--- config.mk ---
export PLATFORM = sky130hd
export DESIGN_NAME = rv32_core
export DESIGN_NICKNAME = d
export VERILOG_FILES = /design/src/common/rv32_pkg.sv /design/src/verilog/fetch_unit.sv /design/src/decode/insn_decoder.sv /design/src/verilog/reg_file.sv /design/src/execute/execute_unit.sv /design/src/result/mem_align.sv /design/src/verilog/rv32_core.sv
export SDC_FILE = /design/constraint.sdc
export NUM_CORES = 2
export LEC_CHECK = 0
export BUFFER_PORTS_ARGS = -buffer_cell sky130_fd_sc_hd__buf_4
export CORE_UTILIZATION = 35
export DETAILED_ROUTE_END_ITERATION = 6
export PLACE_DENSITY = 0.54
export SLEW_MARGIN = 20
export SYNTH_ARGS = -nofsm -noshare
export SYNTH_HDL_FRONTEND = slang
export SYNTH_SLANG_ARGS = --single-unit
--- constraint.sdc ---
create_clock -name clk -period 12.15 [get_ports clk]
set_input_delay 1.215 -clock clk [delete_from_list [all_inputs] [get_ports clk]]
set_output_delay 1.215 -clock clk [all_outputs]
set_load 0.02 [all_outputs]
--- src/common/rv32_pkg.sv ---
package rv32_pkg;

  typedef logic [31:0] word_t;     // Data, address or instruction word
  typedef logic [4:0]  reg_idx_t;  // Register number
  typedef logic [3:0]  byte_en_t;  // One enable per byte lane

  // Major opcodes, insn[6:0]
  localparam logic [6:0] op_lui      = 7'b0110111;
  localparam logic [6:0] op_auipc    = 7'b0010111;
  localparam logic [6:0] op_jal      = 7'b1101111;
  localparam logic [6:0] op_jalr     = 7'b1100111;
  localparam logic [6:0] op_branch   = 7'b1100011;
  localparam logic [6:0] op_load     = 7'b0000011;
  localparam logic [6:0] op_store    = 7'b0100011;
  localparam logic [6:0] op_reg_imm  = 7'b0010011;
  localparam logic [6:0] op_reg_reg  = 7'b0110011;
  localparam logic [6:0] op_system   = 7'b1110011;
  localparam logic [6:0] op_misc_mem = 7'b0001111;

  typedef enum logic [3:0] {
    alu_add,
    alu_sub,
    alu_sll,
    alu_slt,
    alu_sltu,
    alu_xor,
    alu_srl,
    alu_sra,
    alu_or,
    alu_and,
    alu_pass_b   // Operand b straight through, for LUI and store data
  } alu_op_e;

  typedef struct packed {
    reg_idx_t   rd;
    reg_idx_t   rs1;
    reg_idx_t   rs2;
    logic [2:0] funct3;
    word_t      imm;        // Already sign-extended
    alu_op_e    alu_op;
    logic       use_imm;    // ALU operand b is imm, not rs2
    logic       reg_write;
    logic       is_load;
    logic       is_store;
    logic       is_branch;
    logic       is_jal;
    logic       is_jalr;
    logic       is_auipc;
    logic       is_ecall;
  } decoded_t;

  typedef struct packed {
    word_t alu_result;
    word_t mem_addr;   // rs1 + imm, byte address
    word_t next_pc;    // Taken target or pc + 4
    word_t link_pc;    // pc + 4
  } exec_t;

  typedef struct packed {
    word_t    addr;     // Word-aligned
    word_t    wdata;    // Already placed in its byte lanes
    byte_en_t byte_en;
  } dmem_req_t;

endpackage

--- src/verilog/fetch_unit.sv ---
`timescale 1ns/1ps

module fetch_unit #(
  parameter rv32_pkg::word_t reset_pc = '0
) (
  input  logic               clk,
  input  logic               rst,
  input  rv32_pkg::decoded_t dec,
  input  rv32_pkg::exec_t    exe,
  output rv32_pkg::word_t    pc,
  output logic               halt
);

  // The ECALL cycle still advances pc, after that both registers freeze
  always_ff @(posedge clk) begin
    if (rst) begin
      pc   <= reset_pc;
      halt <= 1'b0;
    end else if (!halt) begin
      pc   <= exe.next_pc;
      halt <= dec.is_ecall;  // Sticky, nothing clears it but rst
    end
  end

  // Taken targets are computed from imm and rs1, so a bad program would show up here
  pc_word_aligned: assert property (
    @(posedge clk) disable iff (rst) pc[1:0] == 2'b00
  );

endmodule

--- src/decode/insn_decoder.sv ---
`timescale 1ns/1ps

module insn_decoder (
  input  rv32_pkg::word_t    insn,
  output rv32_pkg::decoded_t dec
);
  import rv32_pkg::*;

  logic [6:0] opcode;
  logic [2:0] funct3;
  logic       funct7_b5;  // Selects SUB and SRA/SRAI
  word_t      imm_i;
  word_t      imm_s;
  word_t      imm_b;
  word_t      imm_j;
  word_t      imm_u;

  function automatic alu_op_e alu_select(input logic [2:0] f3, input logic alt);
    alu_op_e op;
    case (f3)
      3'b000:  op = alt ? alu_sub : alu_add;
      3'b001:  op = alu_sll;
      3'b010:  op = alu_slt;
      3'b011:  op = alu_sltu;
      3'b100:  op = alu_xor;
      3'b101:  op = alt ? alu_sra : alu_srl;
      3'b110:  op = alu_or;
      default: op = alu_and;
    endcase
    return op;
  endfunction

  assign opcode    = insn[6:0];
  assign funct3    = insn[14:12];
  assign funct7_b5 = insn[30];

  // Immediate forms
  assign imm_i = {{20{insn[31]}}, insn[31:20]};
  assign imm_s = {{20{insn[31]}}, insn[31:25], insn[11:7]};
  assign imm_b = {{19{insn[31]}}, insn[31], insn[7], insn[30:25], insn[11:8], 1'b0};
  assign imm_j = {{11{insn[31]}}, insn[31], insn[19:12], insn[20], insn[30:21], 1'b0};
  assign imm_u = {insn[31:12], 12'b0};

  always_comb begin
    dec        = '0;
    dec.rd     = insn[11:7];
    dec.rs1    = insn[19:15];
    dec.rs2    = insn[24:20];
    dec.funct3 = funct3;
    dec.alu_op = alu_add;

    case (opcode)
      op_lui: begin
        dec.imm       = imm_u;
        dec.use_imm   = 1'b1;
        dec.reg_write = 1'b1;
        dec.alu_op    = alu_pass_b;
      end
      op_auipc: begin
        dec.imm       = imm_u;
        dec.reg_write = 1'b1;
        dec.is_auipc  = 1'b1;
      end
      op_jal: begin
        dec.imm       = imm_j;
        dec.reg_write = 1'b1;
        dec.is_jal    = 1'b1;
      end
      op_jalr: begin
        dec.imm       = imm_i;
        dec.reg_write = 1'b1;
        dec.is_jalr   = 1'b1;
      end
      op_branch: begin
        dec.imm       = imm_b;
        dec.is_branch = 1'b1;
      end
      op_load: begin
        dec.imm       = imm_i;
        dec.reg_write = 1'b1;
        dec.is_load   = 1'b1;
      end
      op_store: begin
        dec.imm      = imm_s;
        dec.is_store = 1'b1;
        dec.alu_op   = alu_pass_b;  // rs2 rides through the ALU as store data
      end
      op_reg_imm: begin
        dec.imm       = imm_i;
        dec.use_imm   = 1'b1;
        dec.reg_write = 1'b1;
        // Bit 30 is an immediate bit except for the shift-right pair
        dec.alu_op    = alu_select(funct3, funct3 == 3'b101 && funct7_b5);
      end
      op_reg_reg: begin
        dec.reg_write = 1'b1;
        dec.alu_op    = alu_select(funct3, funct7_b5);
      end
      op_system:   dec.is_ecall = insn[31:7] == '0;  // EBREAK and CSRs fall through
      op_misc_mem: ;                                 // FENCE retires as a no-op
      default:     ;
    endcase
  end

endmodule

--- src/verilog/reg_file.sv ---
`timescale 1ns/1ps

module reg_file (
  input  logic               clk,
  input  logic               rst,
  input  rv32_pkg::reg_idx_t rs1,
  input  rv32_pkg::reg_idx_t rs2,
  output rv32_pkg::word_t    rs1_data,
  output rv32_pkg::word_t    rs2_data,
  input  logic               we,
  input  rv32_pkg::reg_idx_t rd,
  input  rv32_pkg::word_t    wdata
);
  import rv32_pkg::*;

  word_t regs [32];

  always_ff @(posedge clk) begin
    if (rst) begin
      for (int i = 0; i < 32; i++) begin
        regs[i] <= '0;
      end
    end else if (we && rd != '0) begin  // x0 keeps its cleared value
      regs[rd] <= wdata;
    end
  end

  assign rs1_data = regs[rs1];
  assign rs2_data = regs[rs2];

  // x0 storage is only ever loaded by reset
  x0_never_written: assert property (
    @(posedge clk) disable iff (rst) regs[0] == '0
  );

endmodule

--- src/execute/execute_unit.sv ---
`timescale 1ns/1ps

module execute_unit (
  input  rv32_pkg::decoded_t dec,
  input  rv32_pkg::word_t    pc,
  input  rv32_pkg::word_t    rs1_data,
  input  rv32_pkg::word_t    rs2_data,
  output rv32_pkg::exec_t    exe
);
  import rv32_pkg::*;

  word_t      alu_b;
  word_t      alu_out;
  word_t      addr_sum;  // rs1 + imm, for loads, stores and JALR
  word_t      pc_rel;    // pc + imm, for branches, JAL and AUIPC
  word_t      pc_plus4;
  logic [4:0] shamt;
  logic       taken;

  assign alu_b = dec.use_imm ? dec.imm : rs2_data;
  assign shamt = alu_b[4:0];

  always_comb begin
    case (dec.alu_op)
      alu_sub:    alu_out = rs1_data - alu_b;
      alu_sll:    alu_out = rs1_data << shamt;
      alu_slt:    alu_out = {31'b0, $signed(rs1_data) < $signed(alu_b)};
      alu_sltu:   alu_out = {31'b0, rs1_data < alu_b};
      alu_xor:    alu_out = rs1_data ^ alu_b;
      alu_srl:    alu_out = rs1_data >> shamt;
      alu_sra:    alu_out = word_t'($signed(rs1_data) >>> shamt);
      alu_or:     alu_out = rs1_data | alu_b;
      alu_and:    alu_out = rs1_data & alu_b;
      alu_pass_b: alu_out = alu_b;
      default:    alu_out = rs1_data + alu_b;
    endcase
  end

  // Branch condition from funct3
  always_comb begin
    case (dec.funct3)
      3'b000:  taken = rs1_data == rs2_data;
      3'b001:  taken = rs1_data != rs2_data;
      3'b100:  taken = $signed(rs1_data) < $signed(rs2_data);
      3'b101:  taken = $signed(rs1_data) >= $signed(rs2_data);
      3'b110:  taken = rs1_data < rs2_data;
      3'b111:  taken = rs1_data >= rs2_data;
      default: taken = 1'b0;
    endcase
  end

  assign addr_sum = rs1_data + dec.imm;
  assign pc_rel   = pc + dec.imm;
  assign pc_plus4 = pc + 32'd4;

  always_comb begin
    exe.alu_result = dec.is_auipc ? pc_rel : alu_out;
    exe.mem_addr   = addr_sum;
    exe.link_pc    = pc_plus4;

    if (dec.is_jalr) begin
      exe.next_pc = {addr_sum[31:1], 1'b0};
    end else if (dec.is_jal || (dec.is_branch && taken)) begin
      exe.next_pc = pc_rel;
    end else begin
      exe.next_pc = pc_plus4;
    end
  end

endmodule

--- src/result/mem_align.sv ---
`timescale 1ns/1ps

module mem_align (
  input  rv32_pkg::decoded_t  dec,
  input  rv32_pkg::exec_t     exe,
  input  logic                halt,
  input  rv32_pkg::word_t     load_data,
  output rv32_pkg::dmem_req_t dmem_req,
  output logic                rf_we,
  output rv32_pkg::reg_idx_t  rf_rd,
  output rv32_pkg::word_t     rf_wdata
);
  import rv32_pkg::*;

  logic [1:0] offset;      // Byte within the addressed word
  logic       store_ok;
  logic       load_ok;
  byte_en_t   lane_en;
  word_t      lane_data;
  word_t      shifted;     // Addressed byte or half moved down to bit 0
  word_t      load_value;

  assign offset = exe.mem_addr[1:0];

  // Store data arrives as alu_result, replicated so every lane holds it
  always_comb begin
    lane_en   = '0;
    lane_data = exe.alu_result;
    store_ok  = 1'b0;
    case (dec.funct3)
      3'b000: begin  // SB
        lane_en   = 4'b0001 << offset;
        lane_data = {4{exe.alu_result[7:0]}};
        store_ok  = 1'b1;
      end
      3'b001: begin  // SH
        lane_en   = 4'b0011 << offset;
        lane_data = {2{exe.alu_result[15:0]}};
        store_ok  = !offset[0];
      end
      3'b010: begin  // SW
        lane_en  = 4'b1111;
        store_ok = offset == 2'b00;
      end
      default: ;
    endcase
  end

  assign shifted = load_data >> {offset, 3'b000};

  always_comb begin
    load_value = load_data;
    load_ok    = 1'b0;
    case (dec.funct3)
      3'b000: begin load_value = {{24{shifted[7]}}, shifted[7:0]};   load_ok = 1'b1;       end
      3'b001: begin load_value = {{16{shifted[15]}}, shifted[15:0]}; load_ok = !offset[0]; end
      3'b010: begin load_value = load_data;                          load_ok = offset == 0; end
      3'b100: begin load_value = {24'b0, shifted[7:0]};              load_ok = 1'b1;       end
      3'b101: begin load_value = {16'b0, shifted[15:0]};             load_ok = !offset[0]; end
      default: ;
    endcase
  end

  assign dmem_req.addr    = {exe.mem_addr[31:2], 2'b00};
  assign dmem_req.wdata   = lane_data;
  assign dmem_req.byte_en = (dec.is_store && store_ok && !halt) ? lane_en : '0;

  // A misaligned or undefined load drops its write-back
  assign rf_we = dec.reg_write && !halt && !(dec.is_load && !load_ok);
  assign rf_rd = dec.rd;

  always_comb begin
    if (dec.is_jal || dec.is_jalr) begin
      rf_wdata = exe.link_pc;
    end else if (dec.is_load) begin
      rf_wdata = load_value;
    end else begin
      rf_wdata = exe.alu_result;
    end
  end

endmodule

--- src/verilog/rv32_core.sv ---
`timescale 1ns/1ps

module rv32_core #(
  parameter rv32_pkg::word_t reset_pc = '0
) (
  input  logic                clk,
  input  logic                rst,
  output rv32_pkg::word_t     pc,
  input  rv32_pkg::word_t     insn,
  output rv32_pkg::dmem_req_t dmem_req,
  input  rv32_pkg::word_t     load_data,
  output logic                halt
);
  import rv32_pkg::*;

  decoded_t dec;
  exec_t    exe;
  word_t    rs1_data;
  word_t    rs2_data;
  logic     rf_we;
  reg_idx_t rf_rd;
  word_t    rf_wdata;

  fetch_unit #(
    .reset_pc (reset_pc)
  ) fetch_unit_inst (
    .clk  (clk),
    .rst  (rst),
    .dec  (dec),
    .exe  (exe),
    .pc   (pc),
    .halt (halt)
  );

  insn_decoder insn_decoder_inst (
    .insn (insn),
    .dec  (dec)
  );

  reg_file reg_file_inst (
    .clk      (clk),
    .rst      (rst),
    .rs1      (dec.rs1),
    .rs2      (dec.rs2),
    .rs1_data (rs1_data),
    .rs2_data (rs2_data),
    .we       (rf_we),
    .rd       (rf_rd),
    .wdata    (rf_wdata)
  );

  execute_unit execute_unit_inst (
    .dec      (dec),
    .pc       (pc),
    .rs1_data (rs1_data),
    .rs2_data (rs2_data),
    .exe      (exe)
  );

  mem_align mem_align_inst (
    .dec       (dec),
    .exe       (exe),
    .halt      (halt),
    .load_data (load_data),
    .dmem_req  (dmem_req),
    .rf_we     (rf_we),
    .rf_rd     (rf_rd),
    .rf_wdata  (rf_wdata)
  );

endmodule

==> metrics.md <==
| Metric | Value |
|---|---|
| Worst path required time | `10,930 ps` |
| Final cell count without fillers | `9,334` |
| Most common cell on crit path | `o21ai_0` |
| Wire per inst | `40.05 um` |
| VDD IR-drop max | `0.1180 mV` |
| Register area share after synthesis | `0.4390` |
| Synth cell types | `114` |
| TritonCTS buffer count | `116` |
| Slew margin rel. | `0.1653` |
| Async set or reset register ratio after synthesis | `0` |
| DRT iter0 DRCs | `9,238` |
| YS warnings | `0` |
| Clock Path Buffers | `3` |
| Vias | `62,110` |
| Post-route cell area | `0.07959 mm^2` |
| Remaining DRCs | `0` |
| Rows | `165` |
| Core area | `0.2027 mm^2` |
| Synth Area in XOR/XNOR | `0.01653` |
| Clk slew on worst S/H paths | `60 ps` |
| Io pins | `167` |
| Clock Latency Late Sink | `810 ps` |
| Post-cts resize count | `0` |
| Setup bufs post-CTS | `0` |
| Tmin final | `10,370 ps` |
| Clk root buf | `clkbuf_16` |
| 1st-pass router iterations | `7` |
| Cts hold-fix bufs | `0` |
| Kind of critical path | `primary input to output pin` |
| Flop pwr share | `0.357` |
| Max-cap violations | `0` |
| Commonest register cell after synthesis | `edfxtp_1` |
| Max Fanout on Critical Path | `66` |
| CTS tree | `done` |
| Worst min-delay path class | `flip-flop to flip-flop` |
| Sw frac | `0.3851` |
| Die Y | `454.1 um` |
| GRT Residual Overflow | `0` |
| Leakage | `0.02983 uW` |
| Layout Nets | `6,804` |
| Post-Synth Simple-Gate Area | `0.1327` |
| DR vias/cell | `6.654` |
| Placed cells | `9,112` |
| Flops & latches, synth | `1,057` |
| Compound-Gate Fraction of Synth Area | `0.1322` |
| CP Launch Type | `primary input` |
| Syn Area/Cell | `10.88 um^2` |
| Post-synth EDFFs | `1,024` |
| Critical Path AT | `9160 ps` |
| H-tree depth | `3` |
| Largest family of logic cells by synthesized area | `multiplexers` |
| CP max stage delay | `950 ps` |
| Crit path max-delay family | `compound AO/OA/AOI/OAI gates` |
| Placer Congestion | `1.018` |
| Worst r2r src | `reg_file_inst.regs[14][12]` |
| Total Neg Setup Slack | `0 ps` |
| Final hold vios | `0` |
| Switching pwr | `4523 uW` |
| ANT nets after route | `0` |
| Achievable Freq | `96.42 MHz` |
| P&R area growth vs syn | `11.24%` |
| Starting Density | `0.3529` |
| Post-Synth Adder-Cell Area | `0.03242` |
| Mux share of post-synthesis cell area | `0.1964` |
| Internal power | `7222 uW` |
| Synth Instances | `6,576` |
| DP Wirelength | `256.5 mm` |
| IO Port Bufs | `164` |
| Crit path cell chain | `buf_8, buf_4, mux4_2, mux4_2, mux2i_1, o21ai_0, ha_1, nor3_1, o21ai_0, a211oi_1, nor4_1, o21ai_0, a21oi_1, o41ai_1, buf_4, nor2_1, nand2_1, o21ai_0, a221oi_1, o22ai_1, buf_4` |
| Mapped cell area | `0.07154 mm^2` |
| DIE WIDTH | `454.1 um` |
| Die area | `0.2062 mm^2` |
| RSZ-0062 raised after global routing | `false` |
| Largest net degree at the start of global routing | `112` |
| Initial antenna violation count | `11` |
| Beginning of the critical path | `insn[21]` |
| Clock power frac | `0.305` |
| First-pass GRT wire length | `502.8 mm` |
| Share of cells above drive strength 1 | `0.1943` |
| Worst Clk Skew | `51.39 ps` |
| Final wirelength | `373.8 mm` |
| Crit. End Element | `output pin` |
| Slowest cell on the critical path | `a221oi_1` |
| PwrDens | `147.6 mW/mm^2` |
| Hold path startpoint | `fetch_unit_inst.pc[12]` |
| Worst-Margin Slew | `1217 ps` |
| Endpoints failing setup | `0` |
| Combinational share of power | `0.337` |
| Total track usage | `0.3538` |
| Fin crit share | `0.8536` |
| Vias in the first global route | `59,270` |
| DP Area | `0.07586 mm^2` |
| Status | `complete, no violations` |
| Sink Count | `1,057` |
| Max-slew violations | `0` |
| Buffer and inverter count on the worst path | `4` |
-- path summary, 6_finish.rpt --
path | slack, ps | endpoint | cells after the start
max | 1780 | dmem_req[34] | 21
min | 590 | fetch_unit_inst.pc[12] | 2
max reg2reg | 4290 | reg_file_inst.regs[18][23] | 20
min reg2reg | 590 | fetch_unit_inst.pc[12] | 2
-- state kept, by name, summed over array words and instances (netlist names) --
name	flops
fetch_unit_inst.halt	1
fetch_unit_inst.pc	32
reg_file_inst.regs	1024
-- power by group through the flow --
stage	registers (uW)	clock network (uW)	logic, uW
2_1_floorplan	4240	0	2300
3_3_place_gp	4260	0	3800
3_5_place_dp	4270	0	3790
4_1_cts	4190	3590	3810
5_1_grt	4210	3720	4040
6_report	4200	3590	3960
-- cell usage in the layout, fill, tap and decap left out, types with 45 or more instances in the layout --
master / count
a211oi_1: 55
a21o_1: 97
a21oi_1: 273
a22oi_1: 127
a31oi_1: 47
buf_4: 429
clkbuf_16: 118
edfxtp_1: 1024
ha_1: 179
inv_1: 142
mux2i_1: 462
mux4_2: 401
nand2_1: 290
nand2_2: 60
nand3_1: 107
nand4_1: 45
nor2_1: 1256
nor2_2: 62
nor3_1: 93
o21ai_0: 173
o22ai_1: 122
xnor2_1: 97
-- cell families (layout without fill, tap and decap cells) --
family,count (synthesis),in the layout
compound gates,1357,1357
xor+xnor,135,135
fa+ha+maj,186,186
buf+inv,764,811
flops,1057,1057
mux,897,897
other cells,1,40
simple gates,2179,2179
-- worst register-to-register path, delay by kind of cell (launching register included) --
kind | cells | cell delay (ps)
DFF | 1 | 410
buffers and inverters | 3 | 800
AOI/OAI and AO/OA | 9 | 3140
adders and majority gates | 1 | 320
xor gates and xnor gates | 1 | 120
and+or+nand+nor | 3 | 970
muxes | 3 | 1800
-- metal layers --
metal	global-route usage	routed length (um)
met3	0.07919	40400
met4	0.2360	29530
met1	0.4339	136000
met5	0	111
met2	0.5577	167800
-- stage by stage --
stage | total power, uW | worst slack (ps) | utilization | hold slack [ps]
finish | 11740 | 1779 | 0.3926 | 587.4
global route | 11960 | 1563 | 0.3925 | 591.0
CTS | 11590 | 1926 | 0.3925 | 575.9
detailed placement | 8061 | 1935 | 0.3742 | 566.7
global placement | 8057 | 1970 | 0.3739 | 561.1
floorplan | 6537 | 3425 | - | 543.0
-- cells in the mapped netlist, types with 17 or more instances --
master | instances | area share
a211o_1 | 17 | 0.0021
a211oi_1 | 55 | 0.0058
a21o_1 | 97 | 0.010
a21oi_1 | 277 | 0.019
a221oi_1 | 37 | 0.0045
a22o_1 | 32 | 0.0039
a22oi_1 | 127 | 0.013
a31oi_1 | 49 | 0.0043
and2_1 | 28 | 0.0024
and3_1 | 22 | 0.0019
buf_1 | 37 | 0.0019
buf_2 | 165 | 0.012
buf_4 | 92 | 0.0097
buf_6 | 23 | 0.0036
clkbuf_1 | 294 | 0.015
dfxtp_1 | 33 | 0.0092
edfxtp_1 | 1024 | 0.43
ha_1 | 179 | 0.031
inv_1 | 144 | 0.0076
mux2_2 | 32 | 0.0050
mux2i_1 | 462 | 0.065
mux4_2 | 401 | 0.13
nand2_1 | 353 | 0.019
nand2b_1 | 19 | 0.0017
nand3_1 | 107 | 0.0075
nand4_1 | 45 | 0.0039
nor2_1 | 1260 | 0.066
nor2_2 | 61 | 0.0053
nor2b_1 | 39 | 0.0034
nor3_1 | 100 | 0.0070
nor4_1 | 30 | 0.0026
o211ai_1 | 44 | 0.0046
o21a_1 | 26 | 0.0027
o21ai_0 | 178 | 0.012
o21bai_1 | 29 | 0.0030
o221ai_1 | 40 | 0.0049
o22ai_1 | 123 | 0.011
o31ai_1 | 24 | 0.0025
or2_2 | 25 | 0.0022
or3_1 | 19 | 0.0017
xnor2_1 | 97 | 0.012
xor2_1 | 38 | 0.0047
-- area by class of cell --
cell class	count	area, um^2
antenna	6	15.01
clock buffer	140	3035
clock inverter	76	678.2
fill	19640	123100
inverter	151	569.3
multi-input combinational	4788	37040
sequential	1057	31410
tap	2672	3343
timing repair buffer	444	3500
No activity file was read; power rests on OpenSTA's default activity.
